`src/logic/imdct_cos_quarter.hex`:
```
// one 18-bit Q2.16 word per line: cos(pi*i/72) for i = 0 to 36
10000
0FFC2
0FF07
0FDCF
0FC1C
0F9EF
0F747
0F427
0F090
0EC83
0E804
0E313
0DDB4
0D7E9
0D1B4
0CB19
0C41B
0BCBE
0B505
0ACF3
0A48E
09BD8
092D6
0898C
08000
07635
06C31
061F8
0578F
04CFB
04242
03769
02C74
0216A
01650
00B2B
00000

```
`src/logic/imdct_pkg.sv`:
```
package imdct_pkg;

    // fixed point format, Q2.16
    localparam int sample_w = 18;
    localparam int frac_w   = 16;

    localparam int addr_w  = 10;
    localparam int index_w = 6;
    localparam int k_w     = 5;

    localparam int taps    = 18; // samples per sum
    localparam int n_first = 9;
    localparam int n_last  = 26;

    localparam int mirror_low_base  = 17; // n < 18
    localparam int mirror_high_base = 53;

    localparam int phase_period = 144;
    localparam int quarter_len  = 37; // cos(pi*i/72), i = 0..36

    localparam int fifo_depth = 4;
    localparam int fifo_ptr_w = 2;

    localparam logic [1:0] mac_idle = 2'd0;
    localparam logic [1:0] mac_acc  = 2'd1;
    localparam logic [1:0] mac_emit = 2'd2;

endpackage
```
`src/logic/imdct_sum_if.sv`:
```
`timescale 1ns/1ns

interface imdct_sum_if import imdct_pkg::*; ();

    logic                valid;
    logic                ready;
    logic [index_w-1:0]  n;     // output position of this sum
    logic [sample_w-1:0] sum;

    modport source (
        output valid, n, sum,
        input  ready
    );

    modport sink (
        input  valid, n, sum,
        output ready
    );

endinterface

```
`src/logic/imdct_long_top.sv`:
```
`timescale 1ns/1ns

module imdct_long_top import imdct_pkg::*; (
    input  logic                clk,
    input  logic                rst,
    input  logic                start,
    input  logic [addr_w-1:0]   base_addr,
    input  logic [sample_w-1:0] read_data,
    input  logic                out_ready,
    output logic [addr_w-1:0]   read_addr,
    output logic                out_valid,
    output logic [sample_w-1:0] value_0,
    output logic [sample_w-1:0] value_1,
    output logic [index_w-1:0]  index_0,
    output logic [index_w-1:0]  index_1,
    output logic                band_done
);

    imdct_sum_if mac_to_fifo ();
    imdct_sum_if fifo_to_out ();

    imdct_long_mac imdct_long_mac_inst (
        .clk       (clk),
        .rst       (rst),
        .start     (start),
        .base_addr (base_addr),
        .read_data (read_data),
        .read_addr (read_addr),
        .band_done (band_done),
        .sum_out   (mac_to_fifo)
    );

    imdct_sum_fifo imdct_sum_fifo_inst (
        .clk      (clk),
        .rst      (rst),
        .in_side  (mac_to_fifo),
        .out_side (fifo_to_out)
    );

    imdct_mirror_out imdct_mirror_out_inst (
        .clk       (clk),
        .rst       (rst),
        .sum_in    (fifo_to_out),
        .out_ready (out_ready),
        .out_valid (out_valid),
        .value_0   (value_0),
        .index_0   (index_0),
        .value_1   (value_1),
        .index_1   (index_1)
    );

endmodule

```
`src/logic/imdct_mirror_out.sv`:
```
`timescale 1ns/1ns

module imdct_mirror_out import imdct_pkg::*; (
    input  logic                clk,
    input  logic                rst,
    imdct_sum_if.sink           sum_in,
    input  logic                out_ready,
    output logic                out_valid,
    output logic [sample_w-1:0] value_0,
    output logic [index_w-1:0]  index_0,
    output logic [sample_w-1:0] value_1,
    output logic [index_w-1:0]  index_1
);

    logic load;

    assign sum_in.ready = !out_valid || out_ready; // stage empty or draining now
    assign load         = sum_in.valid & sum_in.ready;

    always_ff @(posedge clk) begin
        if (rst) begin
            out_valid <= 1'b0;
        end else if (load) begin
            out_valid <= 1'b1;
        end else if (out_ready) begin
            out_valid <= 1'b0;
        end
    end

    always_ff @(posedge clk) begin
        if (load) begin
            index_0 <= sum_in.n;
            value_0 <= sum_in.sum;
            if (sum_in.n <= index_w'(mirror_low_base)) begin
                index_1 <= index_w'(mirror_low_base) - sum_in.n;
                value_1 <= ~sum_in.sum + 1'b1; // two's complement, zero stays zero
            end else begin
                index_1 <= index_w'(mirror_high_base) - sum_in.n;
                value_1 <= sum_in.sum;
            end
        end
    end

endmodule

```
`src/logic/imdct_sum_fifo.sv`:
```
`timescale 1ns/1ns

module imdct_sum_fifo import imdct_pkg::*; (
    input  logic      clk,
    input  logic      rst,
    imdct_sum_if.sink   in_side,
    imdct_sum_if.source out_side
);

    logic [index_w-1:0]  n_mem   [fifo_depth];
    logic [sample_w-1:0] sum_mem [fifo_depth];
    logic [fifo_ptr_w-1:0] wr_ptr;
    logic [fifo_ptr_w-1:0] rd_ptr;
    logic [fifo_ptr_w:0]   count;
    logic                  push;
    logic                  pop;

    assign in_side.ready  = (count != (fifo_ptr_w + 1)'(fifo_depth));
    assign out_side.valid = (count != '0);

    assign push = in_side.valid & in_side.ready;
    assign pop  = out_side.valid & out_side.ready;

    always_ff @(posedge clk) begin
        if (push) begin
            n_mem[wr_ptr]   <= in_side.n;
            sum_mem[wr_ptr] <= in_side.sum;
        end
    end

    always_ff @(posedge clk) begin
        if (rst) begin
            wr_ptr <= '0;
            rd_ptr <= '0;
            count  <= '0;
        end else begin
            if (push) begin
                wr_ptr <= wr_ptr + 1'b1; // wraps at depth
            end
            if (pop) begin
                rd_ptr <= rd_ptr + 1'b1;
            end
            if (push && !pop) begin
                count <= count + 1'b1;
            end else if (pop && !push) begin
                count <= count - 1'b1;
            end
        end
    end

    assign out_side.n   = n_mem[rd_ptr]; // head shows without a read request
    assign out_side.sum = sum_mem[rd_ptr];

endmodule

```
`src/logic/imdct_long_mac.sv`:
```
`timescale 1ns/1ns

module imdct_long_mac import imdct_pkg::*; (
    input  logic                clk,
    input  logic                rst,
    input  logic                start,
    input  logic [addr_w-1:0]   base_addr,
    input  logic [sample_w-1:0] read_data,
    output logic [addr_w-1:0]   read_addr,
    output logic                band_done,
    imdct_sum_if.source         sum_out
);

    logic [1:0]                   state;
    logic [index_w-1:0]           n;
    logic [k_w-1:0]               k;
    logic [addr_w-1:0]            base_q;
    logic [sample_w-1:0]          acc;
    logic [sample_w-1:0]          coef;
    logic signed [2*sample_w-1:0] prod_full;
    logic [sample_w-1:0]          product;

    imdct_cos_rom cos_rom_inst (
        .n    (n),
        .k    (k),
        .coef (coef)
    );

    assign prod_full = $signed(read_data) * $signed(coef);
    assign product   = prod_full[frac_w +: sample_w]; // >>> 16, then wrap to 18 bits

    always_ff @(posedge clk) begin
        if (rst) begin
            state <= mac_idle;
            n     <= index_w'(n_first);
            k     <= '0;
        end else begin
            case (state)
                mac_idle: begin
                    if (start) begin
                        state <= mac_acc;
                        n     <= index_w'(n_first);
                        k     <= '0;
                    end
                end
                mac_acc: begin
                    k <= k + 1'b1;
                    if (k == k_w'(taps - 1)) begin
                        state <= mac_emit;
                    end
                end
                mac_emit: begin
                    if (sum_out.ready) begin
                        k <= '0;
                        if (n == index_w'(n_last)) begin
                            state <= mac_idle;
                        end else begin
                            n     <= n + 1'b1;
                            state <= mac_acc;
                        end
                    end
                end
                default: state <= mac_idle;
            endcase
        end
    end

    always_ff @(posedge clk) begin
        if (state == mac_idle && start) begin
            base_q <= base_addr;
            acc    <= '0;
        end else if (state == mac_acc) begin
            acc <= acc + product;
        end else if (state == mac_emit && sum_out.ready) begin
            acc <= '0; // fresh sum for next n
        end
    end

    assign read_addr = (state == mac_acc) ? base_q + addr_w'(k) : '0;
    assign band_done = (state == mac_idle);

    assign sum_out.valid = (state == mac_emit);
    assign sum_out.n     = n;
    assign sum_out.sum   = acc;

endmodule

```
`src/logic/imdct_cos_rom.sv`:
```
`timescale 1ns/1ns

module imdct_cos_rom import imdct_pkg::*; (
    input  logic [index_w-1:0]  n,
    input  logic [k_w-1:0]      k,
    output logic [sample_w-1:0] coef
);

    logic [sample_w-1:0] cos_table [quarter_len];
    logic [11:0]         phase_full;
    logic [7:0]          phase;
    logic [5:0]          tab_idx;
    logic                negate;

    initial begin
        $readmemh("/design/src/logic/imdct_cos_quarter.hex", cos_table);
    end

    // (2n+19)(2k+1) peaks at 71*35, fits in 12 bits
    assign phase_full = (12'(n) * 12'd2 + 12'd19) * (12'(k) * 12'd2 + 12'd1);
    assign phase      = 8'(phase_full % 12'(phase_period));

    always_comb begin
        if (phase <= 8'(quarter_len - 1)) begin
            tab_idx = 6'(phase);
            negate  = 1'b0;
        end else if (phase <= 8'(phase_period / 2)) begin
            tab_idx = 6'(8'(phase_period / 2) - phase); // second quadrant
            negate  = 1'b1;
        end else if (phase <= 8'(phase_period / 2 + quarter_len - 1)) begin
            tab_idx = 6'(phase - 8'(phase_period / 2));
            negate  = 1'b1;
        end else begin
            tab_idx = 6'(8'(phase_period) - phase);
            negate  = 1'b0;
        end
    end

    assign coef = negate ? (~cos_table[tab_idx] + 1'b1) : cos_table[tab_idx];

endmodule

```
`config.mk`:
```
export PLATFORM = sky130hd
export DESIGN_NAME = imdct_long_top
export DESIGN_NICKNAME = d
export VERILOG_FILES = /design/src/logic/imdct_pkg.sv /design/src/logic/imdct_sum_if.sv /design/src/logic/imdct_long_top.sv /design/src/logic/imdct_mirror_out.sv /design/src/logic/imdct_sum_fifo.sv /design/src/logic/imdct_long_mac.sv /design/src/logic/imdct_cos_rom.sv
export SDC_FILE = /design/constraint.sdc
export NUM_CORES = 1
export LEC_CHECK = 0
export BUFFER_PORTS_ARGS = -buffer_cell sky130_fd_sc_hd__buf_4
export CAP_MARGIN = 10
export CORE_UTILIZATION = 60
export CTS_CLUSTER_SIZE = 14
export DETAILED_ROUTE_END_ITERATION = 10
export GPL_TIMING_DRIVEN = 0
export PLACE_DENSITY = 0.78
export SLEW_MARGIN = 25
export SYNTH_ARGS = -nofsm -noshare
export SYNTH_HDL_FRONTEND = slang
export SYNTH_HIERARCHICAL = 1
export SYNTH_SLANG_ARGS = --single-unit
```
`constraint.sdc`:
```
create_clock -name clk -period 9.8 [get_ports clk]
set_input_delay 0.49 -clock clk [delete_from_list [all_inputs] [get_ports clk]]
set_output_delay 0.49 -clock clk [all_outputs]
set_load 0.01 [all_outputs]
```
==> run summary <==
Final Cycle Share - 0.662
Unrepaired setup endpoints after global routing - false
Top cells by area, synth - fa_1, edfxtp_1, inv_1
Count leader, synth - inv_1
Cell with the largest stage delay on the worst path - fa_1
Filler cells - 2500
Yosys warning count - 6
Area taken by multi-input logic gates - 12600 um2
Crit Path Category - in2reg
Post-CTS setup buffers - 0
Die height - 184 um
Biggest area consumer among synthesized cells - fa_1
CP Data Arrival Time - 6790 ps
Vias - 13.2k
First-pass GRT wire length - 68900 um
Wire length per cell - 17.8 um
Hpwl dp - 35300 um
Hold_buf cts - 0
Die W - 184 um
Area delta synth->final - 9.75%
Fin nets - 2450
Crit path max-delay family - adder cells
Tmin final - 6490 ps
Outcome - finished, final reports clean
CTS Sinks - 193
Post-synth EDFFs - 152
Number of I/O pins - 92
N_diodes - 0
Vias in the first global route - 13.4k
Delay of the slowest critical-path stage - 690 ps
Syn Area/Cell - 10.7 um2
Relative slew margins - 0.378
Clock root buffer master - clkbuf_16
Primary FF master, synth - edfxtp_1
Max Clk Rate - 154 MHz
Sequential area share after synthesis - 0.271
Fraction of layout cells with a size suffix above 1 - 0.0957
# DRC - 0
Setup crit end kind - register
Mapped Cells - 1855
Initial antenna violation count - 0
Pre-antenna DRT Iters - 5
Port buffer count - 91
Worst Path Max Fanout - 10
CTS H-tree depth - 4
Core Rows - 66
Slew Limit Fails - 0
Final hold violations - 0
Crit path depth - 28
Worst path bufs/invs - 7
GPL Wtd Cong - 0.941
Total grt overflow - 0
WL final - 43400 um
Die ar. - 33900 um2
Maximum capacitance violations - 0
GR Util All Layers - 0.270
Synth top area share - 0.319
Clock Path Buffers - 2
Resized Gates After CTS - 0
Worst endpoint required time - 10100 ps
TritonCTS clock tree - yes
Worst r2r path cells - 11
Final number of setup-violating endpoints - 0
Hold WC Path Type - in2reg
Skew final - 12.2 ps
Worst slew pin tran - 934 ps
Via density - 5.42
#FFs+latches synth - 193
Num CTS Buffers - 17
Worst-path clk slew - 70 ps
Core Area - 32500 um2
Sequential cell area - 5390 um2
Netlist cell types - 68
Post-Syn Area - 19900 um2
Worst Hold Path Cells - 1
Drt initial violations - 788
Post-synth ARST share - 0
Type of origin of the critical path - primary input
Antenna-violating nets left - 0
Setup tns final - 0 ps
Initial core utilization - 0.611
Commonest cells post-synth - inv_1, fa_1, nand2_1
Clk_lat worst skew - 430 ps
Pin count of the biggest net entering global routing - 36
==> state kept, by name, indices dropped and copies added (netlist names), named ones only <==
signal                           count
imdct_long_mac_inst/k                5
imdct_mirror_out_inst/out_valid      1
imdct_long_mac_inst/sum_out.sum     18
imdct_long_mac_inst/state            2
imdct_sum_fifo_inst/n_mem           24
imdct_sum_fifo_inst/count            3
imdct_mirror_out_inst/value_0       18
imdct_mirror_out_inst/value_1       17
imdct_mirror_out_inst/index_1        5
imdct_long_mac_inst/sum_out.n        6
imdct_sum_fifo_inst/wr_ptr           2
imdct_mirror_out_inst/index_0        6
imdct_sum_fifo_inst/sum_mem         72
imdct_long_mac_inst/base_q          10
imdct_sum_fifo_inst/rd_ptr           2
==> final cells by class <==
class / instances / area share
buffer: 78 / 0.0189
sequential: 193 / 0.247
multi-input combinational: 1196 / 0.579
clock buffer: 17 / 0.0195
clock inverter: 15 / 0.00871
inverter: 404 / 0.0695
tap: 442 / 0.0253
timing repair buffer: 92 / 0.0322
==> metrics by stage <==
stage,std cells,hold slack (ps),worst slack (ps),area (um2),utilization
2_1_floorplan,1871,476,3950,19900,-
3_3_place_gp,2404,496,3080,21200,0.651
3_5_place_dp,2405,513,2970,21200,0.652
4_1_cts,2437,220,3400,21800,0.671
5_1_grt,2437,217,2840,21800,0.671
6_report,2437,235,3310,21800,0.671
==> cells by family after synthesis <==
kind of cell,after synthesis,share of synthesized area
buffers and inverters,482,0.0969
XOR/XNOR,79,0.0348
AO/OA/AOI/OAI,129,0.0476
flip-flops,193,0.271
adder cells (fa/ha/maj),436,0.394
AND/OR/NAND/NOR,506,0.126
other,2,0.000378
multiplexers,28,0.0300
==> cell usage in the layout (no fill, tap or decap), types with 5 or more instances in the layout <==
cell type / instances
nand2b_1: 16
nand2_1: 178
dfxtp_1: 41
o31ai_1: 6
a22oi_1: 11
nor3_1: 16
o21ai_1: 5
o21ai_0: 21
o21a_1: 6
fa_1: 317
buf_4: 111
nor2_1: 81
xor2_1: 20
mux4_2: 20
edfxtp_1: 152
inv_1: 404
a21o_1: 10
and2_1: 160
conb_1: 18
a21oi_1: 30
a31oi_1: 5
ha_1: 119
clkbuf_1: 51
or3_1: 6
nand4_1: 8
clkbuf_16: 17
and2_2: 5
xnor2_1: 59
nor2b_1: 9
nand3_1: 15
==> metal layers <==
metal  GRT usage  wire, um
met4       0.142      2260
met3      0.0489      2960
met2       0.454     21700
met5           0         0
met1       0.335     16500
==> worst register-to-register path: stages, from the launching register on <==
cell and delay [ps]:
dfxtp_1 310, clkbuf_1 310, buf_2 340, mux4_2 440, inv_1 90, ha_1 200
nand2_1 90, a31oi_1 400, clkbuf_1 380, buf_2 350, o41ai_1 140, xnor2_1 140
==> worst paths after layout <==
path	endpoint	from	slack [ps]
setup / recovery	imdct_long_mac_inst/sum_out.sum[17]$_SDFFE_PP0P_	read_data[17]	3310
hold / removal	imdct_long_mac_inst/base_q[6]$_DFFE_PP_	base_addr[6]	230
setup reg to reg	imdct_mirror_out_inst/value_1[7]$_DFFE_PP_	register	6340
hold reg to reg	imdct_sum_fifo_inst/wr_ptr[1]$_SDFFE_PP0P_	imdct_sum_fifo_inst/wr_ptr[1]$_SDFFE_PP0P_	520
Power is not shown: default switching activity piles up to over one toggle a cycle in this logic, so the estimate is an artifact.
